===== src/source/eeprom_pkg.sv =====
`default_nettype none

package eeprom_pkg;

    localparam int ADDR_W = 11;
    localparam int DATA_W = 8;
    localparam int MEM_DEPTH = 2 ** ADDR_W;

    typedef logic [ADDR_W-1:0] mem_addr_t;
    typedef logic [DATA_W-1:0] mem_data_t;

    // Upper address bits carried in the control byte
    typedef logic [ADDR_W-DATA_W-1:0] page_t;

    typedef struct packed {
        logic [3:0] dev_code;
        page_t      page;
        logic       rd;
    } ctrl_byte_t;

    // Strobes are one system cycle wide, sda is a level
    typedef struct packed {
        logic start;
        logic stop;
        logic clk_rise;
        logic clk_fall;
        logic sda;
    } bus_event_t;

    typedef struct packed {
        logic      en;
        logic      we;
        mem_addr_t addr;
        mem_data_t wdata;
    } mem_req_t;

    typedef enum logic [2:0] {
        IDLE,
        GET_CTRL,
        GET_ADDR,
        GET_DATA,
        WAIT_RESTART,
        GET_RD_CTRL,
        SEND_DATA,
        WAIT_MASTER_ACK
    } ctrl_state_t;

endpackage

`default_nettype wire

===== src/source/eeprom_ctrl.sv =====
`timescale 1ns/1ps
`default_nettype none

module eeprom_ctrl #(
    parameter logic [3:0] DEVICE_CODE = 4'b1010
) (
    input  wire logic                  scl,
    input  wire logic                  rst,
    input  wire eeprom_pkg::bus_event_t bus_ev,
    input  wire logic                  byte_done,
    input  wire eeprom_pkg::mem_data_t rx_byte,
    input  wire logic                  ack_done,
    input  wire logic                  master_ack,
    input  wire eeprom_pkg::mem_data_t rdata,
    output logic                       ack_en,
    output logic                       tx_load,
    output logic                       tx_mode,
    output eeprom_pkg::mem_data_t      tx_byte,
    output eeprom_pkg::mem_req_t       mem_req
);

    eeprom_pkg::ctrl_state_t state;
    eeprom_pkg::ctrl_byte_t  rx_ctrl;
    eeprom_pkg::page_t       page;
    eeprom_pkg::mem_data_t   addr_lo;
    logic                    ctrl_match;

    assign rx_ctrl    = eeprom_pkg::ctrl_byte_t'(rx_byte);
    assign ctrl_match = (rx_ctrl.dev_code == DEVICE_CODE);
    // Array output holds until the next read
    assign tx_byte    = rdata;

    always_ff @(posedge scl)
    begin
        if (rst)
        begin
            state      <= eeprom_pkg::IDLE;
            ack_en     <= 1'b0;
            tx_load    <= 1'b0;
            tx_mode    <= 1'b0;
            mem_req.en <= 1'b0;
            mem_req.we <= 1'b0;
        end
        else
        begin
            mem_req.en <= 1'b0;
            tx_load    <= mem_req.en && !mem_req.we;
            if (ack_done)
                ack_en <= 1'b0;
            if (bus_ev.stop)
            begin
                state   <= eeprom_pkg::IDLE;
                ack_en  <= 1'b0;
                tx_mode <= 1'b0;
            end
            else if (bus_ev.start)
            begin
                state   <= (state == eeprom_pkg::WAIT_RESTART) ?
                           eeprom_pkg::GET_RD_CTRL : eeprom_pkg::GET_CTRL;
                ack_en  <= 1'b0;
                tx_mode <= 1'b0;
            end
            else
            begin
                case (state)
                    eeprom_pkg::GET_CTRL:
                        if (byte_done)
                        begin
                            if (ctrl_match && !rx_ctrl.rd)
                                ack_en <= 1'b1;
                            else
                                state <= eeprom_pkg::IDLE;
                        end
                        else if (ack_done)
                            state <= eeprom_pkg::GET_ADDR;
                    eeprom_pkg::GET_ADDR:
                        if (byte_done)
                            ack_en <= 1'b1;
                        else if (ack_done)
                            state <= eeprom_pkg::WAIT_RESTART;
                    // A clock fall without a start means data bits are coming
                    eeprom_pkg::WAIT_RESTART:
                        if (bus_ev.clk_fall)
                            state <= eeprom_pkg::GET_DATA;
                    eeprom_pkg::GET_DATA:
                        if (byte_done)
                        begin
                            ack_en        <= 1'b1;
                            mem_req.en    <= 1'b1;
                            mem_req.we    <= 1'b1;
                            mem_req.addr  <= {page, addr_lo};
                            mem_req.wdata <= rx_byte;
                        end
                        else if (ack_done)
                            state <= eeprom_pkg::IDLE;
                    eeprom_pkg::GET_RD_CTRL:
                        if (byte_done)
                        begin
                            if (ctrl_match && rx_ctrl.rd)
                            begin
                                ack_en       <= 1'b1;
                                tx_mode      <= 1'b1;
                                mem_req.en   <= 1'b1;
                                mem_req.we   <= 1'b0;
                                mem_req.addr <= {rx_ctrl.page, addr_lo};
                                state        <= eeprom_pkg::SEND_DATA;
                            end
                            else
                                state <= eeprom_pkg::IDLE;
                        end
                    eeprom_pkg::SEND_DATA:
                        if (byte_done)
                            state <= eeprom_pkg::WAIT_MASTER_ACK;
                    eeprom_pkg::WAIT_MASTER_ACK:
                        if (ack_done)
                        begin
                            tx_mode <= 1'b0;
                            state   <= eeprom_pkg::IDLE;
                        end
                    default:
                        state <= eeprom_pkg::IDLE;
                endcase
            end
        end
    end

    always_ff @(posedge scl)
    begin
        if (state == eeprom_pkg::GET_CTRL && byte_done)
            page <= rx_ctrl.page;
        if (state == eeprom_pkg::GET_ADDR && byte_done)
            addr_lo <= rx_byte;
    end

    a_mem_req_single: assert property (@(posedge scl) disable iff (rst)
        mem_req.en |=> !mem_req.en)
        else $error("memory request held longer than one cycle");

    // Only one byte per read, so the master has to end with a NACK
    a_read_ends_nack: assert property (@(posedge scl) disable iff (rst)
        (state == eeprom_pkg::WAIT_MASTER_ACK && ack_done) |-> !master_ack)
        else $error("master acknowledged a single-byte read");

endmodule

`default_nettype wire


===== config.mk =====
export PLATFORM = sky130hd
export DESIGN_NAME = eeprom_ctrl
export DESIGN_NICKNAME = d
export VERILOG_FILES = /design/src/source/eeprom_pkg.sv /design/src/source/eeprom_ctrl.sv
export SDC_FILE = /design/constraint.sdc
export NUM_CORES = 1
export LEC_CHECK = 0
export CAP_MARGIN = 20
export CORE_ASPECT_RATIO = 2
export CORE_MARGIN = 2
export CORE_UTILIZATION = 32
export CTS_CLUSTER_SIZE = 8
export DETAILED_ROUTE_END_ITERATION = 10
export DONT_BUFFER_PORTS = 1
export PLACE_DENSITY = 0.46
export SLEW_MARGIN = 5
export SYNTH_ARGS = -nofsm -noshare
export SYNTH_HDL_FRONTEND = slang
export SYNTH_SLANG_ARGS = --single-unit

===== constraint.sdc =====
create_clock -name scl -period 1.97 [get_ports scl]
set_clock_uncertainty 0.2 [all_clocks]
set_input_delay 0.2955 -clock scl [delete_from_list [all_inputs] [get_ports scl]]
set_output_delay 0.2955 -clock scl [all_outputs]
set_load 0.02 [all_outputs]

After elaboration in Yosys (flattened, before gate mapping)
Index checks and enable logic that the tools add are counted.
{"block": "word_totals", "regBits": 38, "latch_bits": 0, "mem_bits_rw": 0, "rom_bits": 0, "output_inout_bits": 32, "word_cells": 79, "n_memories": 0}
{"block": "classes", "n_addsub": 0, "multipliers": 0, "div": 0, "magnitude_cmp": 0, "eq_ne": 20, "shifts": 0, "n_mux": 29, "bitwise_logic": 3, "n_reduce_logical": 17}
{"op": "$mux 3", "count": 13}
{"op": "$mux 13", "count": 2}
{"op": "$pmux 13 s2", "count": 1}
{"op": "$mux 21", "count": 1}
{"op": "$pmux 3 s7", "count": 1}
{"op": "$ne 3x3->1 const B", "count": 6}
{"op": "$eq 3x3->1 const B", "count": 4}
{"op": "$mux 1", "count": 9}
{"op": "$ne 2x2->1 const B", "count": 4}
{"op": "$ne 4x4->1 const B", "count": 2}
{"op": "$reduce_and 8->1", "count": 1}
{"op": "$reduce_and 7->1", "count": 1}
{"op": "$eq 3x2->1 const B", "count": 2}
{"op": "$reduce_and 6->1", "count": 1}
{"op": "$logic_and 1x1->1", "count": 5}
{"op": "$reduce_and 5->1", "count": 1}
{"op": "$eq 4x4->1 const B", "count": 1}
{"op": "$reduce_and 4->1", "count": 1}
{"op": "$reduce_bool 2->1", "count": 2}
{"op": "$reduce_or 2->1", "count": 2}
{"op": "$eq 3x1->1 const B", "count": 1}
{"op": "$not 1->1", "count": 3}
{"op": "$pmux 1 s3", "count": 1}
{"op": "$reduce_or 3->1", "count": 1}
{"op": "2 further kinds", "count": 3}

Longest topological paths before layout
{"block": "logic_depth", "ltp_word": 6, "depth_mapped": 6}

Worst setup path before layout
Ideal clock, no wire load.
{"block": "synth_timing", "path_type": "in2reg", "start": "in rx_byte[6]", "end": "reg mem_req[10] in the netlist's numbering (enable)", "arrival_time_ps": 1466, "t_required_ps": 1421, "setup_slack_ps": -45, "path_stages": 5, "path_buffers": 1, "path_cell_list": "nand4bb_4 > o31a_1 > nor3_2 > buf_2 > and2_1"}
{"block": "synth_between", "elab_chain_cells": 4}
{"item": "from (decl)", "line": "eeprom_ctrl.sv:11", "text": "input wire eeprom_pkg::mem_data_t rx_byte,"}
{"item": "$eq 4x4->1", "line": "eeprom_ctrl.sv:29", "text": "assign ctrl_match = (rx_ctrl.dev_code == DEVICE_CODE);"}
{"item": "$logic_and 1x1->1", "line": "eeprom_ctrl.sv:99", "text": "if (ctrl_match && rx_ctrl.rd)"}
{"item": "$ne 2x2->1 (no line)"}
{"item": "$reduce_and 7->1 (no line)"}
{"item": "to (decl)", "line": "eeprom_ctrl.sv:19", "text": "output eeprom_pkg::mem_req_t mem_req"}
No other way between the ends.
A chain may end at the register's enable or synchronous reset.

Worst setup path after layout
{"block": "layout_timing", "start": "reg state[2]", "end": "reg mem_req[13] in the netlist's numbering (enable)"}
{"block": "layout_between", "elab_chain_cells": 3, "word_cells_on_any_way": 7, "classes_between": "5 x eq/ne; 2 x reduce/logical"}
{"item": "from (decl)", "line": "eeprom_ctrl.sv:22", "text": "eeprom_pkg::ctrl_state_t state;"}
{"item": "from (signal assigned)", "line": "eeprom_ctrl.sv:37", "text": "state <= eeprom_pkg::IDLE;"}
{"item": "from (signal assigned)", "line": "eeprom_ctrl.sv:52", "text": "state <= eeprom_pkg::IDLE;"}
{"item": "from (signal assigned)", "line": "eeprom_ctrl.sv:58", "text": "state <= (state == eeprom_pkg::WAIT_RESTART) ?"}
{"item": "$eq 3x2->1 / $eq 3x3->1 (equally long branches)", "line": "eeprom_ctrl.sv:65", "text": "case (state)"}
{"item": "$ne 2x2->1 (no line) / $reduce_bool 2->1 (equally long branches)"}
{"item": "$reduce_and 7->1 (no line) (*)"}
Mark *: on every way between the ends. The rest lies on a longest branch, timed or not.

==> out/qor.yml <==
outcome:
  status: "finished clean"
timing:
  fin_ws_ns: 0.1712
  finalCriticalPeriod_ns: 1.799
  slew_viol_final: 0
  slew_headroom: 0.7336
  final_hold_viol_count: 0
  max_freq_mhz: 555.9
  final-setup-viol-count: 0
  fin_setup_tns_ns: 0
  fin_crit_sh: 0.9131
  tightest_slew_ns: 0.3996
  rsz0062_at_grt: "false"
route:
  drc: 0
  totalWireLength_mm: 3.310
  drtAntennaViolNets: 0
  dr.first_iter.drc_count: 38
  firstDrtPassIters: 4
  vias: 1014
  wl_per_cell_um: 16.55
  vias_per_cell: 5.070
critical_path:
  critical_path.max_stage_delay_ns: 0.40
  cp.required_ns: 1.74
  cp-end-kind: "register"
  start_kind: "register"
  cp.arrival_ns: 1.57
  path_max_fanout: 11
  cp_cell_sequence: "nand2_1 -> o31a_1 -> nor3_2 -> and2_2"
  critPathSlowestCell: "dfxtp_1"
  cpLargestDelayFamily: "simple AND/OR/NAND/NOR gates"
  rrSetupSlack_ns: 0.17
  crit_type: "reg2reg"
  critical_path_buf_inv_count: 0
synthesis:
  ys_types: 38
  ys_ff_latch: 38
  yosys_warnings: 0
  synth_most_common_cell: "edfxtp_1"
  syn_area_um2: 1654
  yosysTopAreaCellShare: 0.5446
  synth_area_leaders: "edfxtp_1 54%, dfxtp_1 9.7%, buf_4 5.0%"
  synth.largest_area_cell: "edfxtp_1"
  syn_nets: 152
  netlist_instances: 126
  synth_area_per_cell_um2: 13.13
  synth_common_cells: "30 x edfxtp_1, 11 x and2_1, 11 x buf_4"
  synth_edf_count: 30
  yosysSeqAreaShare: 0.6415
  yosys_most_used_dff: "edfxtp_1"
  synthArstFlopShare: 0
clocking:
  cts_max_path_buffers: 2
  cts_resized: 0
  clkSlewWorstSetupHoldPaths_ns: 0.07
  clk-insertion-delay-late_ns: 0.29
  clk_root_buffer_cell: "clkbuf_8"
  cts_made_buffers: 5
  numClockSinks: 38
  cts.htree.levels: 2
  cts_tree: "yes"
global_route:
  grt.busiest_layer: "met2"
  grt_pass1_vias: 1081
  grt-ovfl-total: 0
  met2_usage: 0.1786
  grt_max_degree: 13
  grt_usage: 0.1290
  antenna_found_initial: 0
  use_met1: 0.1662
  grt.met3_usage: 0.05241
  grt_pass1_wl_mm: 5.230
power:
  worst_ir_drop_vdd_v: 0.0005017
  leakage_nw: 0.6142
  power_density_nw_per_um2: 861.3
  finalPower_mw: 1.682
final_layout:
  fillCellCount: 477
  syn_to_final_growth_pct: 18.08
  fin_util: 0.3871
  num_antenna_cells: 0
  fin_nets: 167
  multi_input_area_um2: 486.7
  layout.area.seq_um2: 1061
  drive_gt1_frac: 0.1690
floorplanning:
  row_count: 37
  die_w_um: 54.84
  die_h_um: 105.7
  die-area_um2: 5795
  ios: 58
  start_util: 0.3278
  core_um2: 5046
placed_design:
  post-place-ws_ns: 0.1459
  place.gp.congestion: 0.7643
  portBuffers: 0
  dpl.hpwl_mm: 2.242
run:
  maxCapViolations: 0
min_path:
  hold_path.class: "in2reg"
area by class of cell:
cell class	count	share of cell area
Clock buffer	5	0.03523
Clock inverter	3	0.03267
Inverter	4	0.007687
Multi-Input combinational cell	71	0.2492
Sequential cell	38	0.5432
Tap cell	58	0.03716
Timing Repair Buffer	21	0.09481
layer usage:
layer  part of all wire  vias up
met5                  0        -
li1                   -      489
met2               0.47       50
met4              0.024        0
met3              0.062        4
met1               0.45      471
metrics by stage:
| step | area (um^2) | cells | hold WS (ns) |
|---|---|---|---|
| floorplan | 1655 | 126 | 0.1676 |
| global placement | 1710 | 181 | 0.1723 |
| detailed placement | 1710 | 181 | 0.1720 |
| CTS | 1953 | 200 | 0.01282 |
| global route | 1953 | 200 | 0.02372 |
| finish | 1953 | 200 | 0.01748 |
state kept, by name, indices dropped and copies added (netlist names):
signal	count
mem_req	21
addr_lo	8
page	3
state	3
ack_en	1
tx_load	1
tx_mode	1
power breakdown:
group	internal, mW	total (mW)	switching [mW]
logic	0.0294	0.0531	0.0237
registers	0.862	0.864	0.00237
clock network	0.501	0.765	0.264
worst register-to-register path, delay by kind of cell, from the launching register on:
family	cells	cell delay [ns]
and+or+nand+nor	3	0.61
DFF	1	0.40
AOI/OAI and AO/OA	1	0.27
cell families after synthesis:
family          synth area share
compound gates            0.1052
buf+inv                  0.06506
flops                     0.6414
mux                      0.01210
simple gates              0.1763
final timing paths:
path / from / end / cells past startpoint
max reg2reg: state[2] / mem_req[13] / 4
max: state[2] / mem_req[13] / 4
min: rst / state[2] / 3
min reg2reg: addr_lo[2] / mem_req[10] / 1
layout by cell type, fill, tap and decap left out, types with 2 or more instances in the layout:
master and count:
nor3_1 2, dlygate4sd3_1 11, and2_1 10, a21oi_1 3, nand3b_1 2, nor3b_1 3
clkbuf_8 5, bufinv_16 2, a22o_1 3, mux2i_1 2, dfxtp_1 8, buf_4 10
o21ai_0 3, nand2_1 8, o32ai_1 2, edfxtp_1 30, inv_2 2, nor2_1 6
nand2b_1 5, a311oi_1 2, inv_1 2
what timing repair did:
item / CTS / global route
endpoints found under the hold margin: 22 / 0
hold buffers: 11 / 0
buffers inserted: 0 / 0
setup endpoints to repair: 0 / 0
Note: power is estimated with default switching activity, not from simulation.
