### config.mk
export PLATFORM = sky130hd
export DESIGN_NAME = bus_sampler
export DESIGN_NICKNAME = d
export VERILOG_FILES = /design/src/source/eeprom_pkg.sv /design/src/source/bus_sampler.sv
export SDC_FILE = /design/constraint.sdc
export NUM_CORES = 1
export LEC_CHECK = 0
export BUFFER_PORTS_ARGS = -buffer_cell sky130_fd_sc_hd__buf_2
export CAP_MARGIN = 20
export CELL_PAD_IN_SITES_DETAIL_PLACEMENT = 1
export CELL_PAD_IN_SITES_GLOBAL_PLACEMENT = 2
export CORE_AREA = 2 2 39 41
export CTS_CLUSTER_SIZE = 28
export DETAILED_ROUTE_END_ITERATION = 8
export DIE_AREA = 0 0 41 43
export GPL_ROUTABILITY_DRIVEN = 0
export GPL_TIMING_DRIVEN = 0
export PLACE_DENSITY = 0.59
export SYNTH_ARGS = -nofsm -noshare
export SYNTH_HDL_FRONTEND = slang
export SYNTH_SLANG_ARGS = --single-unit
### constraint.sdc
create_clock -name scl -period 1.02 [get_ports scl]
set_input_delay 0.306 -clock scl [delete_from_list [all_inputs] [get_ports scl]]
set_output_delay 0.306 -clock scl [all_outputs]
set_load 0.01 [all_outputs]
### src/source/eeprom_pkg.sv
`default_nettype none

package eeprom_pkg;

    localparam int ADDR_W = 11;
    localparam int DATA_W = 8;
    localparam int MEM_DEPTH = 2 ** ADDR_W;

    typedef logic [ADDR_W-1:0] mem_addr_t;
    typedef logic [DATA_W-1:0] mem_data_t;

    // Upper address bits carried in the control byte
    typedef logic [ADDR_W-DATA_W-1:0] page_t;

    typedef struct packed {
        logic [3:0] dev_code;
        page_t      page;
        logic       rd;
    } ctrl_byte_t;

    // Strobes are one system cycle wide, sda is a level
    typedef struct packed {
        logic start;
        logic stop;
        logic clk_rise;
        logic clk_fall;
        logic sda;
    } bus_event_t;

    typedef struct packed {
        logic      en;
        logic      we;
        mem_addr_t addr;
        mem_data_t wdata;
    } mem_req_t;

    typedef enum logic [2:0] {
        IDLE,
        GET_CTRL,
        GET_ADDR,
        GET_DATA,
        WAIT_RESTART,
        GET_RD_CTRL,
        SEND_DATA,
        WAIT_MASTER_ACK
    } ctrl_state_t;

endpackage

`default_nettype wire
### src/source/bus_sampler.sv
`timescale 1ns/1ps
`default_nettype none

module bus_sampler #(
    parameter int SYNC_STAGES = 2
) (
    input  wire logic             scl,
    input  wire logic             rst,
    input  wire logic             bus_clk,
    input  wire logic             sda_in,
    output eeprom_pkg::bus_event_t bus_ev
);

    logic [SYNC_STAGES-1:0] clk_sync;
    logic [SYNC_STAGES-1:0] sda_sync;
    logic                   clk_prev;
    logic                   sda_prev;
    logic                   clk_s;
    logic                   sda_s;

    assign clk_s = clk_sync[SYNC_STAGES-1];
    assign sda_s = sda_sync[SYNC_STAGES-1];

    // Idle bus is high on both lines
    always_ff @(posedge scl)
    begin
        if (rst)
        begin
            clk_sync <= '1;
            sda_sync <= '1;
            clk_prev <= 1'b1;
            sda_prev <= 1'b1;
            bus_ev   <= '{start: 1'b0, stop: 1'b0, clk_rise: 1'b0, clk_fall: 1'b0, sda: 1'b1};
        end
        else
        begin
            clk_sync <= {clk_sync[SYNC_STAGES-2:0], bus_clk};
            sda_sync <= {sda_sync[SYNC_STAGES-2:0], sda_in};
            clk_prev <= clk_s;
            sda_prev <= sda_s;
            bus_ev.clk_rise <= clk_s && !clk_prev;
            bus_ev.clk_fall <= !clk_s && clk_prev;
            // sda may only move with the clock high for start and stop
            bus_ev.start    <= clk_s && clk_prev && sda_prev && !sda_s;
            bus_ev.stop     <= clk_s && clk_prev && !sda_prev && sda_s;
            bus_ev.sda      <= sda_s;
        end
    end

endmodule

`default_nettype wire

# Word level (Yosys, flattened, before mapping)
# Cells that the tools add are included.
dict set report totals {
  regBits 10
  in_bits 4
  out_inout_bits 5
  word_cells 19
}
dict set report classes {
  reduce_logical 11
}
# op count
set ops {}
lappend ops {{logical AND 1 bit} 7}
lappend ops {{logical NOT 1 bit} 4}

# Logic depth before layout (Yosys ltp)
# Gate-level depths: netlist of the first run.
dict set report depth {
  word_depth 3
  mapped_depth 2
  ltp_nobuf 2
}

# Least setup slack after synthesis of the first run
# Ideal clock, no wire load.
dict set report synth_path {
  kind {register to output}
  startpoint {reg bus_ev[0] (netlist name)}
  endpoint {out bus_ev[0] (netlist name)}
  arrival_time_ps 446
  t_required_ps 714
  slack_ps 268
  path_stages_with_launch 2
  n_path_buf 1
  path_cell_list {dfxtp_1 -> buf_4}
}
# element line
set synth_lines {}
lappend synth_lines {{start, declared} bus_sampler.sv:11} ;# output eeprom_pkg::bus_event_t bus_ev
lappend synth_lines {{start signal, assigned} bus_sampler.sv:33} ;# bus_ev <= '{start: 1'b0, stop: 1'b0, clk_rise: 1'b0, clk_fall: 1'b0, sda: 1'b1};
# No word-level cell between the ends.

# Worst setup path after layout of the first run
dict set report layout_path {
  startpoint {reg bus_ev[0] (netlist name)}
  endpoint {out bus_ev[0] (netlist name)}
}
# No word-level cell between the ends.

==> results of run 1 <==
[worst max path at each step]
stage | slack (ps) | startpoint | endpoint | cells past startpoint
after floorplan | 270 | bus_ev[0] | bus_ev[0] | 1
after global placement | 160 | bus_ev[0] | bus_ev[0] | 2
after detailed placement | 150 | rst | bus_ev[4] | 3
after CTS | 7 | bus_ev[0] | bus_ev[0] | 1
after global routing | -30 | bus_ev[2] | bus_ev[2] | 1
final | 20 | bus_ev[0] | bus_ev[0] | 1
[synth_stat cells (all sizes together)]
library cell	count	area [um2]
nor2	1	6.26
or2	6	37.5
nand3b	1	20.0
nor3b	3	32.5
dfxtp	10	200
buf	1	7.51
inv	1	3.75
[final cells by class]
cell class,count,area [um2]
timing repair buffer,9,60.1
multi-input combinational,11,96.3
clock buffer,4,36.3
sequential,10,203
tap,16,20.0
fill,161,965
inverter,1,3.75
[cells by family after synthesis]
logic type / after synthesis
and+or+nand+nor: 11
buffers and inverters: 2
DFF: 10
[what timing repair did]
| action | in CTS | in global routing |
|---|---|---|
| buffers inserted | 1 | 0 |
| endpoints found under the setup margin | 1 | 5 |
| gates resized for setup | 2 | 2 |
[worst register-to-register path: cells and delay by family (launching register included)]
kind             cells  cell delay [ps]
DFF                  1              390
and+or+nand+nor      2              270
[sequential cells by signal (all words and copies together), names as in the netlist]
name and count:
clk_sync 2, sda_sync 2, bus_ev 5, clk_prev 1
[metrics by stage]
stage,TNS (ps),setup WS [ps],area [um2],hold slack (ps)
6_report,0,23.0,419,222
5_1_grt,-103,-31.6,419,207
4_1_cts,0,6.54,412,211
3_5_place_dp,0,148,368,395
3_3_place_gp,0,160,368,387
2_1_floorplan,0,268,308,382
[per-layer routing]
metal | track usage | vias to the layer above | wire length, um
met4 | 0.0800 | 0 | 0
met2 | 0.0719 | 9 | 185
met5 | 0 | - | 0
met1 | 0.0691 | 86 | 168
li1 | - | 98 | -
met3 | 0.0785 | 0 | 46
[power groups by stage]
stage	sequential, mW	combinational, mW	clock, mW
after global placement	0.418	0.0331	0
final	0.410	0.0361	0.348
after global routing	0.411	0.0409	0.403
after floorplan	0.419	0.0186	0
after CTS	0.409	0.0361	0.368
after detailed placement	0.418	0.0346	0
==> run metrics, run 1 <==
Post-Synth Simple-Gate Area=0.313; # port buffers=8; critical path peak fanout=2; Reg2Reg Setup Slack=300 ps; VDD IR max=561 uV; first-pass GRT wire length=696 um; Clock Tree Buf Depth=2; Synth Area in Compound Gates=0; pin count of the biggest net entering global routing=9; Syn Inst Count=23; synthesized area per cell=13.4 um2; Critical Path AT=690 ps; switching share of power=0.191; max-slew violations=0; Nets=40; R2R depth=2; CTS tree=done; Antenna Nets Post-Route=0; Core ar.=0.00138 mm2; kind of critical path=flop to output port; largest family of logic cells by synthesized area=simple AND/OR/NAND/NOR gates; outcome=finished, final reports clean; most common cell after layout, fill and taps aside=dfxtp_1; DIE WIDTH=41 um; Avg WL per Cell=7.84 um; Final setup viols=0; xor/xnor share of the synthesized area=0; clk root buf=clkbuf_4; antenna violations before repair=0; sequential share of the synthesized area=0.650; 1st-iter DRT viols=2; relative slew slack=0.889; row count=14; reg2reg start=clk_prev; Sequential Power Share=0.516; combinational power share=0.045; placed cell count=47; Tot GR Track Use=0.0718; Post-Synth Adder-Cell Area=0; critical path endpoint category=output port; clk slew on worst S/H paths=70 ps; net count after synthesis=27; pwr dens=1890 mW/mm2; Post-Syn Area=308 um2; TritonCTS Buffers=3; post-layout util=0.303; Die Span Y=43 um; Worst Tran Pin Value=165 ps; DR vias/cell=3.78; Cell Count, Final, Fillers Out=51; Pleak=0.190 nW; Residual DRC=0; endpoint of the worst register-to-register path=bus_ev[4]; H-tree depth=1; mux contribution to synthesized area=0; CP max stage delay=320 ps; critical path's slowest cell=dfxtp_2; most frequent cells in the layout=8 x dfxtp_1, 6 x buf_2, 4 x or2_1; Num Clock Sinks=10; Antenna Cells=0; Clock Latency Late Sink=260 ps; crit-path leading delay family=flip-flops; Final period util=0.977; Ys Warns=0; CP Data Required Time=710 ps; Post-Route Skew=2.75 ps; Routed WL=400 um; Starting Density=0.222; Worst Setup Start Kind=flop; IO Count=9; Worst Path Buf+Inv=1; total power=0.794 mW; Yosys reg bits=10; HP Class=input port to flop; # hold bufs at CTS=0; P_int=0.642 mW; vias in the first global route=169; Net Switching=0.152 mW; via count=193; number of distinct library cells after synthesis=9; GRT Residual Overflow=0; cells along the critical path=buf_6; WHS Path Cells=2; Fin. Hold Viols=0; Fmax=1000 MHz; die area=0.00176 mm2; clock power share=0.439; WHS Endpoint=clk_sync[0]; TritonRoute pass-1 iters=2; Final min period=997 ps; RSZ-0062 raised after global routing=true; layout cell share with drive strength beyond 1=0.600; MaxCap Viol Count=0; area grow syn2layout=36.2%; hold path start=bus_clk
Power figures use the tool's default switching activity.
==> inputs of run 2 (changes only) <==
--- a/config.mk
+++ b/config.mk
@@ -5,6 +5,7 @@
 export SDC_FILE = /design/constraint.sdc
 export NUM_CORES = 1
 export LEC_CHECK = 0
+export ABC_AREA = 1
 export BUFFER_PORTS_ARGS = -buffer_cell sky130_fd_sc_hd__buf_2
 export CAP_MARGIN = 20
 export CELL_PAD_IN_SITES_DETAIL_PLACEMENT = 1
@@ -15,7 +16,7 @@
 export DIE_AREA = 0 0 41 43
 export GPL_ROUTABILITY_DRIVEN = 0
 export GPL_TIMING_DRIVEN = 0
-export PLACE_DENSITY = 0.59
+export PLACE_DENSITY = 0.61
 export SYNTH_ARGS = -nofsm -noshare
 export SYNTH_HDL_FRONTEND = slang
 export SYNTH_SLANG_ARGS = --single-unit
==> run metrics, run 2 <==
outcome=finished, final reports clean; clk root buf=clkbuf_4; combinational power share=0.042 (-0.003); IO Count=9 (unchanged); 1st-iter DRT viols=1 (-1); Die Span Y=43 um (unchanged); P_int=0.637 mW (-0.89%); HP Class=input port to flop; Tot GR Track Use=0.0768 (+0.00498); sequential share of the synthesized area=0.684 (+0.0334); MaxCap Viol Count=0 (unchanged); Fin Setup TNS=0 ps (unchanged); Post-Syn Area=293 um2 (-4.9%); Finished Cell Area=404 um2 (-3.6%); # port buffers=8 (unchanged); grt met2 use=0.0969 (+0.0250); Sequential Power Share=0.516 (about the same); Final period util=0.983 (+0.00544); pin count of the biggest net entering global routing=8 (-1); CP Data Required Time=710 ps (about the same); DIE WIDTH=41 um (unchanged); Avg WL per Cell=8.19 um (+4.4%); via count=220 (+14%); die area=0.00176 mm2 (unchanged); post-synth top area cell=dfxtp_1; max-slew violations=0 (unchanged); Net Switching=0.156 mW (+3.0%); Worst Path Buf+Inv=1 (unchanged); VDD IR max=622 uV (+11%); layout cell share with drive strength beyond 1=0.381 (-0.219); DR vias/cell=3.79 (+0.23%); most common cell after layout, fill and taps aside=dfxtp_1; Critical Path AT=700 ps (about the same); Worst Setup Start Kind=flop; net count after synthesis=34 (+26%); max reg flops=5 (unchanged); CTS tree=done; Synth top cells by count=10 x dfxtp_1, 5 x nand2_1, 4 x or2_1; Post-Route Skew=0.516 ps (-2.24 ps); Clock Tree Buf Depth=2 (unchanged); Clock Latency Late Sink=260 ps (about the same); number of distinct library cells after synthesis=9 (unchanged); CP max stage delay=330 ps (about the same); Final setup viols=0 (unchanged); # hold bufs at CTS=0 (unchanged); Fmax=998 MHz (-0.55%); synthesized area per cell=9.76 um2 (-27%); Ys Warns=0 (unchanged); clk slew on worst S/H paths=70 ps (about the same); Residual DRC=0 (unchanged); RSZ-0062 raised after global routing=true; pwr dens=1960 mW/mm2 (+3.6%); Post-synth EDFFs=0 (unchanged); kind of critical path=flop to output port; Largest Register=bus_ev; clock power share=0.442 (+0.003); Routed WL=475 um (+19%); Fin. Hold Viols=0 (unchanged); Synth area leaders=dfxtp_1 68%, or2_1 8.5%, nand2_1 6.4%; relative slew slack=0.912 (+0.0226); switching share of power=0.197 (+0.00597); vias in the first global route=217 (+28%); Top Usage Layer GRT=met4; Starting Density=0.212 (-0.0108); Pleak=0.205 nW (+7.9%); Antenna Cells=0 (unchanged); TritonRoute pass-1 iters=3 (+1); Final HPWL DP=367 um; H-tree depth=1 (unchanged); Worst Tran Pin Value=131 ps (-34.6 ps); worst hold slack=219 ps (-2.30 ps); cells along the critical path=buf_6; total power=0.793 mW (-0.16%); placed inst area=353 um2 (-4.1%); area grow syn2layout=38.0%; Antenna Nets Post-Route=0 (unchanged); critical path endpoint category=output port; TritonCTS Buffers=3 (unchanged); Num Clock Sinks=10 (unchanged); GRT Residual Overflow=0 (unchanged); first-pass GRT wire length=800 um (+15%); Nets=47 (+18%); Async S/R FF share, synth=0 (unchanged); Syn Inst Count=30 (+30%); most frequent cells in the layout=8 x dfxtp_1, 6 x buf_2, 5 x nand2_1; row count=14 (unchanged); predominant post-synthesis flop cell=dfxtp_1; Largest regs=bus_ev: 5 flops, clk_sync: 2 flops, sda_sync: 2 flops; Core ar.=0.00138 mm2 (unchanged); critical path peak fanout=2 (unchanged); antenna violations before repair=0 (unchanged); met3 usage=0.0314 (-0.0471); grt met1 use=0.0787 (+0.00961); Final min period=1000 ps (+5.55 ps); Yosys reg bits=10 (unchanged); share of the synthesized area in the top cell type=0.684 (+0.0334); top-count cell post-synth=dfxtp_1; critical path's slowest cell=dfxtp_2; crit-path leading delay family=flip-flops
## run 2: per-stage QoR
| step | worst slack, ps | utilization | instances |
|---|---|---|---|
| 6_report | 17.5 | 0.292 | 58 |
| 3_5_place_dp | 164 | 0.255 | 54 |
| 3_3_place_gp | 166 | 0.255 | 54 |
| 4_1_cts | 2.55 | 0.287 | 58 |
| 5_1_grt | -13.2 | 0.292 | 58 |
| 2_1_floorplan | 279 | - | 30 |
## run 2: cell type report
class	count	area, um2
clock buffer	4	36.3
fill	177	980
inverter	4	15.0
multi-input combinational	15	70.1
sequential	10	203
tap	16	20.0
timing repair buffer	9	60.1
## run 2: timing repair
item                       4_1_cts  5_1_grt
gates resized for setup          2        2
setup endpoints to repair        1        3
setup buffers                    1        0
## run 2: power by group through the flow
stage	combinational, mW	clock, mW	sequential [mW]
after floorplan	0.0157	0	0.418
after global placement	0.0309	0	0.417
after detailed placement	0.0322	0	0.417
after CTS	0.0337	0.371	0.409
after global routing	0.0397	0.383	0.410
final	0.0335	0.350	0.409
## run 2: kinds of logic (layout without fill, tap and decap cells)
kind of cell / count (synthesis) / in the layout / share of synthesized area
and+or+nand+nor: 15 / 15 / 0.239
buffers and inverters: 5 / 17 / 0.0769
DFF: 10 / 10 / 0.684
## run 2: path summary, 6_finish.rpt
| path | from | end | slack, ps | depth (start not counted) |
|---|---|---|---|---|
| max reg2reg | bus_ev[0] | bus_ev[3] | 330 | 4 |
| min | bus_clk | clk_sync[0] | 220 | 2 |
| max | bus_ev[0] | bus_ev[0] | 20 | 1 |
| min reg2reg | clk_sync[0] | clk_sync[1] | 410 | 1 |
## run 2: per-layer routing
layer | vias up | wire (um)
met3 | 0 | 52
met1 | 99 | 179
met4 | 0 | 0
met2 | 9 | 242
li1 | 112 | -
met5 | - | 0
==> inputs of run 3 (changes only) <==
--- a/config.mk
+++ b/config.mk
@@ -6,7 +6,7 @@
 export NUM_CORES = 1
 export LEC_CHECK = 0
 export ABC_AREA = 1
-export BUFFER_PORTS_ARGS = -buffer_cell sky130_fd_sc_hd__buf_2
+export BUFFER_PORTS_ARGS = -buffer_cell sky130_fd_sc_hd__buf_4
 export CAP_MARGIN = 20
 export CELL_PAD_IN_SITES_DETAIL_PLACEMENT = 1
 export CELL_PAD_IN_SITES_GLOBAL_PLACEMENT = 2
@@ -17,6 +17,7 @@
 export GPL_ROUTABILITY_DRIVEN = 0
 export GPL_TIMING_DRIVEN = 0
 export PLACE_DENSITY = 0.61
+export RECOVER_POWER = 100
 export SYNTH_ARGS = -nofsm -noshare
 export SYNTH_HDL_FRONTEND = slang
 export SYNTH_SLANG_ARGS = --single-unit
==> run metrics, run 3 (synthesis results as in run 2) <==
outcome=finished, final reports clean; Pleak=0.195 nW (-4.9%); 1st-iter DRT viols=3 (+2); max-slew violations=0 (unchanged); Clock Latency Late Sink=250 ps (about the same); vias in the first global route=209 (-3.7%); most common cell after layout, fill and taps aside=dfxtp_1; total power=0.695 mW (-12%); Starting Density=0.212 (unchanged); Largest regs=bus_ev: 5 flops, clk_sync: 2 flops, sda_sync: 2 flops; Tot GR Track Use=0.0726 (-0.00419); Final period util=0.975 (-0.00746); CP max stage delay=310 ps (-20 ps); Avg WL per Cell=8.51 um (+3.9%); pwr dens=1750 mW/mm2 (-11%); Worst Tran Pin Value=259 ps (+128 ps); clk root buf=clkbuf_4; CP Depth=1 (unchanged); R2R depth=4 (unchanged); min setup slack post-route=25.1 ps (+7.61 ps); die area=0.00176 mm2 (unchanged); first-pass GRT wire length=779 um (-2.6%); placed cell count=54 (unchanged); Residual DRC=0 (unchanged); antenna violations before repair=0 (unchanged); kind of critical path=flop to output port; Worst Setup Start Kind=flop; Antenna Nets Post-Route=0 (unchanged); Routed WL=485 um (+2.1%); most frequent cells in the layout=9 x dfxtp_1, 6 x buf_4, 5 x nand2_1; # hold bufs at CTS=0 (unchanged); Num Clock Sinks=10 (unchanged); H-tree depth=1 (unchanged); endpoint of the worst register-to-register path=bus_ev[3]; Clock Tree Buf Depth=2 (unchanged); Worst Path Buf+Inv=1 (unchanged); reg2reg start=bus_ev[0]; worst slack, placed=156 ps (-8.72 ps); critical path endpoint category=output port; area grow syn2layout=35.5%; Nets=47 (unchanged); VDD IR max=596 uV (-4.3%); critical path peak fanout=1 (-1); Antenna Cells=0 (unchanged); row count=14 (unchanged); CP Data Required Time=710 ps (about the same); crit-path leading delay family=flip-flops; worst hold slack=229 ps (+10.0 ps); Fmax=1010 MHz (+0.77%); Critical Path AT=690 ps (about the same); layout cell share with drive strength beyond 1=0.317 (-0.0639); hold path start=bus_clk; via count=223 (+1.4%); HP Class=input port to flop; # port buffers=8 (unchanged); Post-Route Skew=0.909 ps (+0.393 ps); clk slew on worst S/H paths=60 ps (about the same); RSZ-0062 raised after global routing=false; critical path's slowest cell=dfxtp_1; relative slew slack=0.828 (-0.0846); DR vias/cell=3.91 (+3.1%); GRT Residual Overflow=0 (unchanged); WHS Path Cells=2 (unchanged); Final min period=995 ps (-7.61 ps); Cell Count, Final, Fillers Out=57 (-1.7%); Final setup viols=0 (unchanged); TritonRoute pass-1 iters=2 (-1); cells along the critical path=clkbuf_4; Core ar.=0.00138 mm2 (unchanged); WHS Endpoint=clk_sync[0]; CTS tree=done; max reg flops=5 (unchanged); Largest Register=bus_ev; DIE WIDTH=41 um (unchanged); Reg2Reg Setup Slack=300 ps (-30 ps); TritonCTS Buffers=3 (unchanged); Die Span Y=43 um (unchanged); IO Count=9 (unchanged); pin count of the biggest net entering global routing=8 (unchanged); Fin. Hold Viols=0 (unchanged); Fin Setup TNS=0 ps (unchanged); MaxCap Viol Count=0 (unchanged)
==> run 3: area by class of cell <==
| cell class | count | area, um2 |
|---|---|---|
| fillers | 166 | 987 |
| flip-flops and latches | 10 | 201 |
| repair buffers | 9 | 67.6 |
| multi-input cells | 15 | 70.1 |
| clock buffers | 3 | 22.5 |
| well taps | 16 | 20.0 |
| inverters | 4 | 15.0 |
==> run 3: what timing repair did <==
item,in CTS,in global routing
setup buffers,1,0
gates resized for setup,2,0
endpoints found under the setup margin,1,0
hold endpoints to repair,0,0
==> run 3: per-layer routing <==
metal | routed length, um | track usage
met1 | 175 | 0.0684
met2 | 252 | 0.103
met3 | 57 | 0.0314
met4 | 0 | 0.0800
met5 | 0 | 0
==> run 3: stage by stage <==
step	util	cell area, um2
after floorplan	-	293
after global placement	0.269	373
after detailed placement	0.269	373
after CTS	0.289	400
after global routing	0.287	397
final	0.287	397
==> run 3: worst max path at each step <==
stage	from	endpoint	slack, ps
6_report	bus_ev[3]	bus_ev[3]	30
5_1_grt	bus_ev[3]	bus_ev[3]	6
4_1_cts	bus_ev[0]	bus_ev[0]	20
3_5_place_dp	bus_ev[0]	bus_ev[0]	160
3_3_place_gp	bus_ev[0]	bus_ev[0]	160
2_1_floorplan	bus_ev[0]	bus_ev[0]	280
==> run 3: report_power, final <==
part	internal, mW	switching (mW)
clock network	0.135	0.114
logic	0.0192	0.0170
registers	0.404	0.00555
