`config.mk`:
```
export PLATFORM = sky130hd
export DESIGN_NAME = byte_shifter
export DESIGN_NICKNAME = d
export VERILOG_FILES = /design/src/source/eeprom_pkg.sv /design/src/source/byte_shifter.sv
export SDC_FILE = /design/constraint.sdc
export NUM_CORES = 1
export LEC_CHECK = 0
export BUFFER_PORTS_ARGS = -buffer_cell sky130_fd_sc_hd__buf_2
export CORE_MARGIN = 1
export CORE_UTILIZATION = 52
export CTS_CLUSTER_SIZE = 24
export DETAILED_ROUTE_END_ITERATION = 7
export GPL_ROUTABILITY_DRIVEN = 0
export HOLD_SLACK_MARGIN = 0.05
export PLACE_DENSITY = 0.76
export SETUP_SLACK_MARGIN = 0.2
export SYNTH_ARGS = -nofsm -noshare
export SYNTH_HDL_FRONTEND = slang
export SYNTH_SLANG_ARGS = --single-unit
```
`constraint.sdc`:
```
create_clock -name scl -period 3.8 [get_ports scl]
set_input_delay 0.19 -clock scl [delete_from_list [all_inputs] [get_ports scl]]
set_output_delay 0.19 -clock scl [all_outputs]
set_load 0.01 [all_outputs]
```
`src/source/eeprom_pkg.sv`:
```
`default_nettype none

package eeprom_pkg;

    localparam int ADDR_W = 11;
    localparam int DATA_W = 8;
    localparam int MEM_DEPTH = 2 ** ADDR_W;

    typedef logic [ADDR_W-1:0] mem_addr_t;
    typedef logic [DATA_W-1:0] mem_data_t;

    // Upper address bits carried in the control byte
    typedef logic [ADDR_W-DATA_W-1:0] page_t;

    typedef struct packed {
        logic [3:0] dev_code;
        page_t      page;
        logic       rd;
    } ctrl_byte_t;

    // Strobes are one system cycle wide, sda is a level
    typedef struct packed {
        logic start;
        logic stop;
        logic clk_rise;
        logic clk_fall;
        logic sda;
    } bus_event_t;

    typedef struct packed {
        logic      en;
        logic      we;
        mem_addr_t addr;
        mem_data_t wdata;
    } mem_req_t;

    typedef enum logic [2:0] {
        IDLE,
        GET_CTRL,
        GET_ADDR,
        GET_DATA,
        WAIT_RESTART,
        GET_RD_CTRL,
        SEND_DATA,
        WAIT_MASTER_ACK
    } ctrl_state_t;

endpackage

`default_nettype wire
```
`src/source/byte_shifter.sv`:
```
`timescale 1ns/1ps
`default_nettype none

module byte_shifter (
    input  wire logic                  scl,
    input  wire logic                  rst,
    input  wire eeprom_pkg::bus_event_t bus_ev,
    input  wire logic                  ack_en,
    input  wire logic                  tx_load,
    input  wire logic                  tx_mode,
    input  wire eeprom_pkg::mem_data_t tx_byte,
    output logic                       byte_done,
    output eeprom_pkg::mem_data_t      rx_byte,
    output logic                       ack_done,
    output logic                       master_ack,
    output logic                       sda_pull_low
);

    // Rises seen in the current frame, 8 means the ninth bit is next
    logic [3:0]            bit_cnt;
    logic [6:0]            rx_shift;
    eeprom_pkg::mem_data_t tx_shift;
    logic                  ack_slot;
    logic                  tx_pending;
    logic                  tx_active;

    always_ff @(posedge scl)
    begin
        if (rst)
        begin
            bit_cnt      <= 4'd0;
            ack_slot     <= 1'b0;
            tx_pending   <= 1'b0;
            tx_active    <= 1'b0;
            byte_done    <= 1'b0;
            ack_done     <= 1'b0;
            master_ack   <= 1'b0;
            sda_pull_low <= 1'b0;
        end
        else
        begin
            byte_done <= 1'b0;
            ack_done  <= 1'b0;
            if (tx_load)
                tx_pending <= 1'b1;
            if (bus_ev.start || bus_ev.stop)
            begin
                bit_cnt      <= 4'd0;
                ack_slot     <= 1'b0;
                tx_pending   <= 1'b0;
                tx_active    <= 1'b0;
                sda_pull_low <= 1'b0;
            end
            else if (bus_ev.clk_rise)
            begin
                if (bit_cnt == 4'd8)
                begin
                    bit_cnt <= 4'd0;
                    // Low on the line means the master acknowledged
                    if (tx_active)
                        master_ack <= !bus_ev.sda;
                end
                else
                begin
                    bit_cnt <= bit_cnt + 4'd1;
                    if (bit_cnt == 4'd7)
                        byte_done <= 1'b1;
                end
            end
            else if (bus_ev.clk_fall)
            begin
                if (bit_cnt == 4'd8)
                begin
                    ack_slot     <= 1'b1;
                    sda_pull_low <= tx_active ? 1'b0 : ack_en;
                end
                else if (ack_slot)
                begin
                    // End of the ninth bit, first data bit goes out here
                    ack_slot     <= 1'b0;
                    ack_done     <= 1'b1;
                    tx_active    <= tx_mode && tx_pending;
                    tx_pending   <= 1'b0;
                    sda_pull_low <= tx_mode && tx_pending && !tx_shift[7];
                end
                else if (tx_active)
                    sda_pull_low <= !tx_shift[6];
            end
        end
    end

    always_ff @(posedge scl)
    begin
        if (tx_load)
            tx_shift <= tx_byte;
        else if (bus_ev.clk_fall && tx_active && !ack_slot && bit_cnt != 4'd8)
            tx_shift <= tx_shift << 1;
        if (bus_ev.clk_rise && bit_cnt < 4'd8)
            rx_shift <= {rx_shift[5:0], bus_ev.sda};
        if (bus_ev.clk_rise && bit_cnt == 4'd7)
            rx_byte <= {rx_shift, bus_ev.sda};
    end

    a_pull_low_on_fall: assert property (@(posedge scl) disable iff (rst)
        $changed(sda_pull_low) |-> $past(bus_ev.clk_fall || bus_ev.stop))
        else $error("sda_pull_low changed outside a bus clock fall or stop");

endmodule

`default_nettype wire

```
==> After elaboration in Yosys (flattened, before gate mapping) <==
Cells that the tools add are included.
Widths: inputs -> output; s select.
{ "word_totals": {"elab_cells": 56, "out_inout_bits": 12, "in_bits": 18, "ff_bits": 34} }
{ "op_classes": {"n_eq_ne": 3, "n_addsub": 1, "n_lt_le_gt_ge": 1, "n_reduce_logical": 21, "n_bitwise": 4, "n_mux": 15} }
{ "ops": {"columns": ["operator", "count"], "rows": [
  ["$mux 8", 2],
  ["$mux 1", 12],
  ["$reduce_and 4->1", 2],
  ["$logic_and 1x1->1", 7],
  ["$reduce_or 5->1", 1],
  ["$add 4x1->4 const B", 1],
  ["$eq 4x3->1 const B", 1],
  ["$eq 4x4->1 const B", 1],
  ["$logic_not 1->1", 4],
  ["$lt 4x4->1 const B", 1],
  ["$mux 4", 1],
  ["$ne 4x4->1 const B", 1],
  ["$not 1->1", 4],
  ["$reduce_or 4->1", 1],
  ["$reduce_and 3->1", 1],
  ["$reduce_bool 3->1", 1],
  ["$reduce_and 2->1", 1],
  ["$reduce_bool 2->1", 1],
  ["$reduce_or 2->1", 1],
  ["$logic_or 1x1->1", 1]
]} }

==> Depth between registers and ports, before layout <==
Gate-level depths: netlist of run 1.
{ "depth": {"word_depth": 5, "depth_mapped": 7, "mapped_depth_nobuf": 6} }

==> Worst setup path before layout of run 1 <==
Ideal clock, no wire load.
{ "synth_timing": {"path_type": "register -> register", "from": "register bit_cnt[0]", "to": "register rx_byte[0] (enable)", "arrival_ns": 1.282, "path_slack_ns": 2.133, "synth_period_minus_slack_ns": 1.667, "required_time_ns": 3.415, "stages_incl_launch_ff": 4, "setup_time_ns": 0.385, "n_path_buf": 0, "path_cell_list": "dfxtp_1 ha_1 nand2_1 nor3b_1"} }
{ "synth_via": {"elab_chain_cells": 2} }
{ "synth_lines": {"columns": ["element", "line", "rtl"], "rows": [
  ["from (decl)", "byte_shifter.sv:20", "logic [3:0] bit_cnt;"],
  ["from (signal assigned)", "byte_shifter.sv:65", "bit_cnt <= bit_cnt + 4'd1;"],
  ["$eq 4x3->1", "byte_shifter.sv:100", "if (bus_ev.clk_rise && bit_cnt == 4'd7)"],
  ["$logic_and 1x1->1", "byte_shifter.sv:100", null],
  ["to (signal assigned)", "byte_shifter.sv:101", "rx_byte <= {rx_shift, bus_ev.sda};"],
  ["to (decl)", "byte_shifter.sv:13", "output eeprom_pkg::mem_data_t rx_byte,"]
]} }
Every way passes these cells.
A chain may end at the register's enable or synchronous reset.

==> Worst setup path in the final report of run 1 <==
{ "layout_timing": {"from": "register bit_cnt[0]", "to": "register rx_byte[4] (enable)"} }
The elaborated chain is that of the path after synthesis.

==> results of run 1 <==
## sequential cells by signal (all words and copies together), names as in the netlist, 4 cells and up
signal	count
rx_shift	7
tx_shift	8
rx_byte	8
bit_cnt	4
## routing by layer
metal  vias to the layer above  share of wire  wire length (um)
met5                         -              0                 0
met2                        32           0.48              1084
li1                        417              -                 -
met3                         4          0.063               141
met4                         0          0.014                31
met1                       393           0.44               985
## worst register-to-register path: stages (launching register included)
cell,delay (ns)
dfxtp_1,0.40
ha_1,0.17
nand2_1,0.10
nor3b_1,0.87
## final cells by class
cell class | instances | share of cell area
flip-flops and latches | 34 | 0.5639
multi-input cells | 56 | 0.2401
repair buffers | 31 | 0.1022
clock inverters | 3 | 0.04260
clock buffers | 5 | 0.02324
well taps | 30 | 0.02324
inverters | 2 | 0.004648
## what timing repair did
action | 4_1_cts | 5_1_grt
hold buffers | 2 | 0
hold endpoints to repair | 3 | 0
setup endpoints to repair | 0 | 0
## per-stage QoR
step	setup slack (ns)	power, mW	hold WS, ns	cells	instance area, sq um
final	1.889	0.7735	0.1339	161	1615
after global routing	1.666	0.8021	0.1255	161	1615
after CTS	1.819	0.7824	0.1221	161	1615
after detailed placement	1.818	0.4518	0.3657	151	1489
after global placement	1.961	0.4503	0.3573	151	1489
after floorplan	2.133	0.4387	0.2591	96	1338
## power breakdown
group	total, mW	switching [mW]	internal (mW)
Combinational	0.0318	0.0145	0.0173
Clock	0.328	0.123	0.206
Sequential	0.413	0.00492	0.409
## worst min-delay path by stage
stage               startpoint          to  cells past startpoint
CTS                    tx_mode   tx_active                      3
global route           tx_mode   tx_active                      3
global placement           rst  master_ack                      2
floorplan                  rst  master_ack                      1
detailed placement         rst  master_ack                      2
finish                 tx_mode   tx_active                      3
## layout by cell type (no fill, tap or decap), drive strengths merged, types with 3 or more instances in the layout
master | netlist | final
nor2b | 3 | 3
clkbuf | 1 | 5
mux2i | 3 | 3
edfxtp | 23 | 23
nor2 | 11 | 11
dfxtp | 11 | 11
mux2 | 8 | 8
a21oi | 3 | 3
nand2 | 3 | 3
buf | 3 | 29
## logic make-up after synthesis
logic type | count (synthesis)
AO/OA/AOI/OAI | 10
multiplexers | 11
buffers and inverters | 6
flip-flops | 34
adder cells (fa/ha/maj) | 2
AND/OR/NAND/NOR | 33
==> flow_summary.json, run 1 <==
{
  "synth-compound-area-share": 0.04771,
  "post-cts-setup-buffers": 0,
  "synth_ff_type": "edfxtp_1",
  "synth.yosys.seq_area_share": 0.6810,
  "async_flop_share": 0,
  "rsz0062_at_grt": "no",
  "synth_top_area_frac": 0.5164,
  "synthSimpleGateAreaFrac": 0.1338,
  "crit_path_start": "bit_cnt[0]",
  "fin_util": 0.6580,
  "relSlewSlack": 0.2941,
  "hold_class": "primary input to flop",
  "vias": 846,
  "grt.overflow.total": 0,
  "io_pins": 30,
  "setup.worst_path.end_class": "flop",
  "drc_errors": 0,
  "synth_area_leader_cell": "edfxtp_1",
  "worst-path-stages": 3,
  "setup_viol": 0,
  "max_cap_violations": 0,
  "critPathLaunchType": "flop",
  "initial_core_util": 0.5449,
  "cp.required_ns": 3.76,
  "cts_tree": "built",
  "avgSynthCellArea_sq_um": 13.93,
  "fillers": 203,
  "worstPathCellList": "ha_1 > nand2_1 > nor3b_1",
  "p_leak_nw": 0.6196,
  "endpoint": "rx_byte[4]",
  "r2r_cells": 3,
  "synth_most_common_cell": "edfxtp_1",
  "clockBufferDepth": 2,
  "ctsResizeCount": 0,
  "coreArea_sq_um": 2455,
  "grt_max_degree": 13,
  "multi_input_area_sq_um": 387.9,
  "worst_slew_pin_slew_ns": 1.057,
  "die_y_um": 52.72,
  "globalRouteMet3Util": 0.06957,
  "netlist_instances": 96,
  "rrSetupSlack_ns": 1.89,
  "use_met2": 0.2996,
  "grt.busiest_layer": "met2",
  "layout.nets": 150,
  "root_buffer": "clkbuf_4",
  "drive_gt1_frac": 0.3511,
  "critical_path.max_fanout": 8,
  "critPathArrivalTime_ns": 1.87,
  "post_drt_wl_per_cell_um": 13.93,
  "register_area_sq_um": 910.9,
  "detailed_place_hpwl_um": 1532,
  "synth_top_family_by_area": "simple AND/OR/NAND/NOR gates",
  "synth-seq-cells": 34,
  "track_usage": 0.1972,
  "timing.fmax_ghz": 0.5233,
  "finalMaxSlewViolations": 0,
  "peakVddDrop_uv": 450.7,
  "grt_pass1_wl_um": 3677,
  "synth-xor-area-share": 0,
  "slowest_stage": "nor3b_1",
  "synthAdderAreaFrac": 0.01871,
  "drtPass1Iterations": 4,
  "cp_slowest_stage_delay_ns": 0.87,
  "fin_worst_skew_ns": 0.004624,
  "hold_viol": 0,
  "num_rows": 18,
  "p_per_area_nw_per_um2": 478.9,
  "status": "finished, final reports clean",
  "synth_edf_count": 23,
  "reg2reg_to": "rx_byte[4]",
  "cts_max_level": 2,
  "synth.distinct_cells": 32,
  "crit_buf_inv": 0,
  "clk_latency_ns": 0.33,
  "yosys-top-cells-area": "edfxtp_1, dfxtp_1, mux2_2",
  "antenna_found_initial": 0,
  "finalCriticalPeriod_ns": 1.911,
  "crit_family": "simple AND/OR/NAND/NOR gates",
  "drtIter0Drc": 14,
  "grt.met1_usage": 0.2344,
  "cts_buffers": 5,
  "r2r-start": "bit_cnt[0]",
  "clk_pin_slew_ns": 0.10,
  "finalSetupTns_ns": 0,
  "die-area_sq_um": 2779,
  "yosysWarnings": 0,
  "drt_wl_total_um": 2243,
  "area_delta_synth_final_pct": 20.77,
  "antenna_left": 0,
  "vias_per_cell": 5.255,
  "synthesis.nets": 116,
  "diodes": 0,
  "synthMuxAreaShare": 0.08980,
  "critical_path_class": "flop to flop",
  "die_w_um": 52.72,
  "cts.sinks": 34,
  "final.period_utilization": 0.5029,
  "syn-cell-area_sq_um": 1338,
  "port_buffers": 29,
  "yosys-top-cells-count": "edfxtp_1, dfxtp_1, nor2_1",
  "grt_pass1_vias": 846
}
No activity file was read; power rests on OpenSTA's default activity.
==> run 2: changes to the inputs <==
- ABC_AREA: default -> 1
- CORE_UTILIZATION: 52 -> 47
- PLACE_DENSITY: 0.76 -> 0.73
- clock period: 3.8 -> 1.7 ns (I/O delays scaled with it)
==> run 2 against run 1 <==
Effect of this change: highest routed layer unchanged; non-clock buffer count up 10; sequential share of layout area decreased by 1.6 points; synthesized cell count grew 31%.
==> flow_summary.json, run 2 <==
{
  "critPathArrivalTime_ns": 1.39,
  "final.period_utilization": 0.7914,
  "syn-cell-area_sq_um": 1319,
  "antenna_left": 0,
  "critical_path.max_fanout": 8,
  "root_buffer": "clkbuf_4",
  "yosysWarnings": 0,
  "critPathLaunchType": "flop",
  "coreArea_sq_um": 2567,
  "layout.nets": 193,
  "hold_ws_ns": 0.07750,
  "netlist_instances": 126,
  "peakVddDrop_uv": 632.3,
  "placed_cells": 186,
  "finalCriticalPeriod_ns": 1.345,
  "max_cap_violations": 0,
  "clk_pin_slew_ns": 0.10,
  "clockBufferDepth": 2,
  "area_delta_synth_final_pct": 26.00,
  "p_leak_nw": 0.7228,
  "drtPass1Iterations": 3,
  "clkPwrFrac": 0.285,
  "final_common_cell": "nand2_1",
  "port_buffers": 29,
  "drive_gt1_frac": 0.2299,
  "relSlewSlack": 0.6369,
  "grt_pass1_vias": 903,
  "cts_tree": "built",
  "multi_input_area_sq_um": 351.6,
  "diodes": 0,
  "detailed_place_hpwl_um": 1733,
  "track_usage": 0.1903,
  "num_rows": 18,
  "die_w_um": 54.97,
  "timing.fmax_ghz": 0.7433,
  "clk_latency_ns": 0.32,
  "cts.sinks": 34,
  "io_pins": 30,
  "setup_viol": 0,
  "intPower_mw": 1.115,
  "drtIter0Drc": 6,
  "hold_class": "primary input to flop",
  "register_area_sq_um": 910.9,
  "p_sw_mw": 0.2999,
  "synth-seq-cells": 34,
  "grt_max_degree": 12,
  "synth_edf_count": 23,
  "synth.distinct_cells": 15,
  "fin_cells": 204,
  "synth_top_area_frac": 0.5237,
  "die_y_um": 54.97,
  "async_flop_share": 0,
  "fin_worst_skew_ns": 0.01060,
  "yosys-top-cells-count": "nand2_1, edfxtp_1, inv_1",
  "vias_per_cell": 4.814,
  "grt_pass1_wl_um": 3774,
  "critical_path_class": "flop to flop",
  "drt_wl_total_um": 2392,
  "post-cts-setup-buffers": 0,
  "grt.overflow.total": 0,
  "finalMaxSlewViolations": 0,
  "synth.yosys.seq_area_share": 0.6907,
  "synth_area_leader_cell": "edfxtp_1",
  "synthesis.nets": 146,
  "drc_errors": 0,
  "layout_common_cells": "nand2_1, buf_2, edfxtp_1",
  "cts_buffers": 5,
  "seqPwrFrac": 0.653,
  "finalPower_mw": 1.415,
  "setup.worst_path.end_class": "flop",
  "fillers": 212,
  "post_drt_wl_per_cell_um": 11.73,
  "initial_core_util": 0.5136,
  "worst_slew_pin_slew_ns": 0.5427,
  "cts_max_level": 2,
  "pwr-share-comb": 0.063,
  "cp.required_ns": 1.74,
  "swShare": 0.2120,
  "synth_most_common_cell": "nand2_1",
  "finalSetupTns_ns": 0,
  "reg_top3": "rx_byte: 8 flops, tx_shift: 8 flops, rx_shift: 7 flops",
  "p_per_area_nw_per_um2": 851.6,
  "synth_ff_type": "edfxtp_1",
  "hold_viol": 0,
  "die-area_sq_um": 3022,
  "yosys-top-cells-area": "edfxtp_1, dfxtp_1, nand2_1",
  "avgSynthCellArea_sq_um": 10.47,
  "antenna_found_initial": 0,
  "rsz0062_at_grt": "no",
  "vias": 982,
  "status": "finished, final reports clean"
}
## run 2: power by group through the flow
| stage | clock (mW) | sequential (mW) | combinational (mW) |
|---|---|---|---|
| after floorplan | 0 | 0.938 | 0.0383 |
| after global placement | 0 | 0.941 | 0.0687 |
| after detailed placement | 0 | 0.942 | 0.0720 |
| after CTS | 0.416 | 0.924 | 0.0894 |
| after global routing | 0.455 | 0.926 | 0.101 |
| final | 0.403 | 0.923 | 0.0890 |
## run 2: final cells by class
class                   instances  share of cell area
repair buffers                 41              0.1566
inverters                      14             0.03163
multi-input cells              77              0.2116
flip-flops and latches         34              0.5482
clock inverters                 1            0.002259
well taps                      30             0.02259
clock buffers                   7             0.02711
## run 2: final timing paths
path	startpoint	end	slack, ns	depth (start not counted)
max	bit_cnt[0]	tx_shift[5]	0.35	6
min reg2reg	rx_shift[6]	rx_byte[7]	0.44	0
min	bus_ev[2]	bit_cnt[1]	0.08	3
max reg2reg	bit_cnt[0]	tx_shift[5]	0.35	6
## run 2: critical path, cell delays in order (launching register included)
cell     delay [ns]
dfxtp_1        0.38
inv_1          0.06
ha_1           0.20
nand2_1        0.08
nor2_2         0.05
o21ai_1        0.11
buf_4          0.18
## run 2: cell families after synthesis
logic type | count (synthesis) | share of synthesized area
compound gates | 11 | 0.04174
flops | 34 | 0.6907
fa+ha+maj | 2 | 0.01897
simple gates | 64 | 0.2059
buf+inv | 15 | 0.04269
## run 2: repair_timing
item                                   in CTS  in global routing
hold buffers                               10                  0
endpoints found under the hold margin      11                  0
resized for setup                           0                  0
## run 2: metal layers
| metal | up-vias | share of wire | track usage |
|---|---|---|---|
| met5 | - | 0 | 0 |
| met4 | 0 | 0.0096 | 0.07500 |
| met3 | 4 | 0.047 | 0.08197 |
| met2 | 26 | 0.51 | 0.3193 |
| met1 | 446 | 0.44 | 0.2122 |
| li1 | 506 | - | - |
## run 2: stage by stage
step	worst slack, ns	utilization	area, sq um
global route	0.2427	0.6472	1662
CTS	0.3427	0.6472	1662
floorplan	0.2013	-	1319
detailed placement	0.3540	0.5892	1513
finish	0.3547	0.6472	1662
global placement	0.3839	0.5892	1513
==> run 3: changes to the inputs <==
- CORE_UTILIZATION: 47 -> 52
- PLACE_DENSITY: 0.73 -> 0.76
- clock period: 1.7 -> 1.31 ns (I/O delays scaled with it)
==> run 3 against run 2 <==
Effect of this change: critical path type unchanged; sequential share of layout area decreased by 3.5 points; final area increased by 7.8%; largest power group unchanged; clock power increased by 34%; critical path depth unchanged; maximum frequency increased by 7.2%.
==> flow_summary.json, run 3 (synthesis results as in run 2) <==
{
  "setup_viol": 0,
  "layout.nets": 196,
  "postPlaceCellArea_sq_um": 1551,
  "hold_viol": 0,
  "cp.required_ns": 1.57,
  "die-area_sq_um": 2742,
  "finalMaxSlewViolations": 0,
  "fin_cells": 205,
  "detailed_place_hpwl_um": 1751,
  "vias_per_cell": 5.112,
  "hold_start": "tx_mode",
  "hold_class": "primary input to flop",
  "worst_slew_pin_slew_ns": 0.2829,
  "num_rows": 17,
  "peakVddDrop_uv": 1069,
  "pwr-share-comb": 0.072,
  "final.period_utilization": 0.9577,
  "track_usage": 0.2300,
  "drc_errors": 0,
  "max_cap_violations": 0,
  "area_delta_synth_final_pct": 35.77,
  "swShare": 0.2277,
  "drt_wl_total_um": 2885,
  "antenna_left": 0,
  "fin_worst_skew_ns": 0.01118,
  "grt.overflow.total": 0,
  "timing.fmax_ghz": 0.7971,
  "cts_max_level": 2,
  "layout_common_cells": "nand2_1, buf_2, edfxtp_1",
  "finalCriticalPeriod_ns": 1.255,
  "diodes": 0,
  "intPower_mw": 1.444,
  "clkPwrFrac": 0.288,
  "grt_pass1_vias": 945,
  "p_per_area_nw_per_um2": 1044,
  "p_sw_mw": 0.4256,
  "crit_path_start": "bit_cnt[1]",
  "cts_buffers": 5,
  "clk_latency_ns": 0.33,
  "die_y_um": 52.36,
  "io_pins": 30,
  "drtPass1Iterations": 4,
  "post_drt_wl_per_cell_um": 14.07,
  "critical_path.max_fanout": 5,
  "port_buffers": 29,
  "p_leak_nw": 0.7582,
  "drtIter0Drc": 27,
  "initial_core_util": 0.5741,
  "critPathLaunchType": "flop",
  "coreArea_sq_um": 2297,
  "status": "finished, final reports clean",
  "fin_util": 0.7794,
  "relSlewSlack": 0.8107,
  "setup.worst_path.end_class": "flop",
  "critical_path_class": "flop to flop",
  "stdcell_area_sq_um": 1790,
  "cts_tree": "built",
  "antenna_found_initial": 0,
  "rsz0062_at_grt": "yes",
  "vias": 1048,
  "die_w_um": 52.36,
  "cts.sinks": 34,
  "r2r-start": "bit_cnt[1]",
  "root_buffer": "clkbuf_4",
  "grt_max_degree": 12,
  "drive_gt1_frac": 0.3503,
  "reg_top3": "rx_byte: 8 flops, tx_shift: 8 flops, rx_shift: 7 flops",
  "placed_cells": 184,
  "seqPwrFrac": 0.640,
  "clockBufferDepth": 2,
  "clk_pin_slew_ns": 0.10,
  "grt_pass1_wl_um": 4188,
  "critPathArrivalTime_ns": 1.51,
  "final_common_cell": "nand2_1"
}
==> run 3: worst paths after layout <==
kind | to | slack [ns] | cells after the start
hold / removal | tx_active | 0.07 | 5
setup / recovery | sda_pull_low | 0.06 | 6
setup reg to reg | sda_pull_low | 0.06 | 6
hold reg to reg | rx_byte[7] | 0.43 | 0
==> run 3: stage by stage <==
step                      hold WS (ns)  total power, mW   TNS, ns  worst slack, ns
after global routing           0.08222            1.947  -0.03895         -0.03895
after CTS                      0.05150            1.878         0          0.05162
after global placement          0.2724            1.312         0          0.05842
final                          0.07160            1.869         0          0.05541
after floorplan                 0.1644            1.270         0           0.1045
after detailed placement        0.2819            1.319         0          0.02568
==> run 3: area by class of cell <==
class / instances / area, sq um
sequential: 34 / 918.4
fill: 149 / 506.7
multi-input combinational: 77 / 445.4
timing repair buffer: 44 / 285.3
inverter: 14 / 52.55
clock buffer: 5 / 37.54
tap: 28 / 35.03
clock inverter: 3 / 16.27
==> run 3: worst max-delay path: stages (launching register included) <==
cell and delay [ns]:
dfxtp_2 0.34, inv_2 0.07, ha_4 0.14, nand3_1 0.18, a21oi_1 0.21, nand3_1 0.11
a21oi_1 0.14
==> run 3: power groups by stage <==
| stage | registers (mW) | logic, mW | clock network [mW] |
|---|---|---|---|
| global placement | 1.22 | 0.0915 | 0 |
| finish | 1.20 | 0.134 | 0.539 |
| CTS | 1.20 | 0.123 | 0.556 |
| floorplan | 1.22 | 0.0531 | 0 |
| detailed placement | 1.22 | 0.0967 | 0 |
| global route | 1.20 | 0.148 | 0.599 |
==> run 3: what timing repair did <==
action / 4_1_cts / 5_1_grt
endpoints found under the setup margin: 21 / 31
cloned: 0 / 0
resized for setup: 9 / 7
endpoints found under the hold margin: 11 / 1
buffers inserted: 1 / 1
hold buffers: 10 / 1
pin swaps: 2 / 3
==> run 3: per-layer routing <==
layer | vias up | wire, um | GRT usage
li1 | 514 | - | -
met1 | 484 | 1214 | 0.2750
met2 | 40 | 1444 | 0.3523
met3 | 10 | 135 | 0.09565
met4 | 0 | 91 | 0.1184
met5 | - | 0 | 0
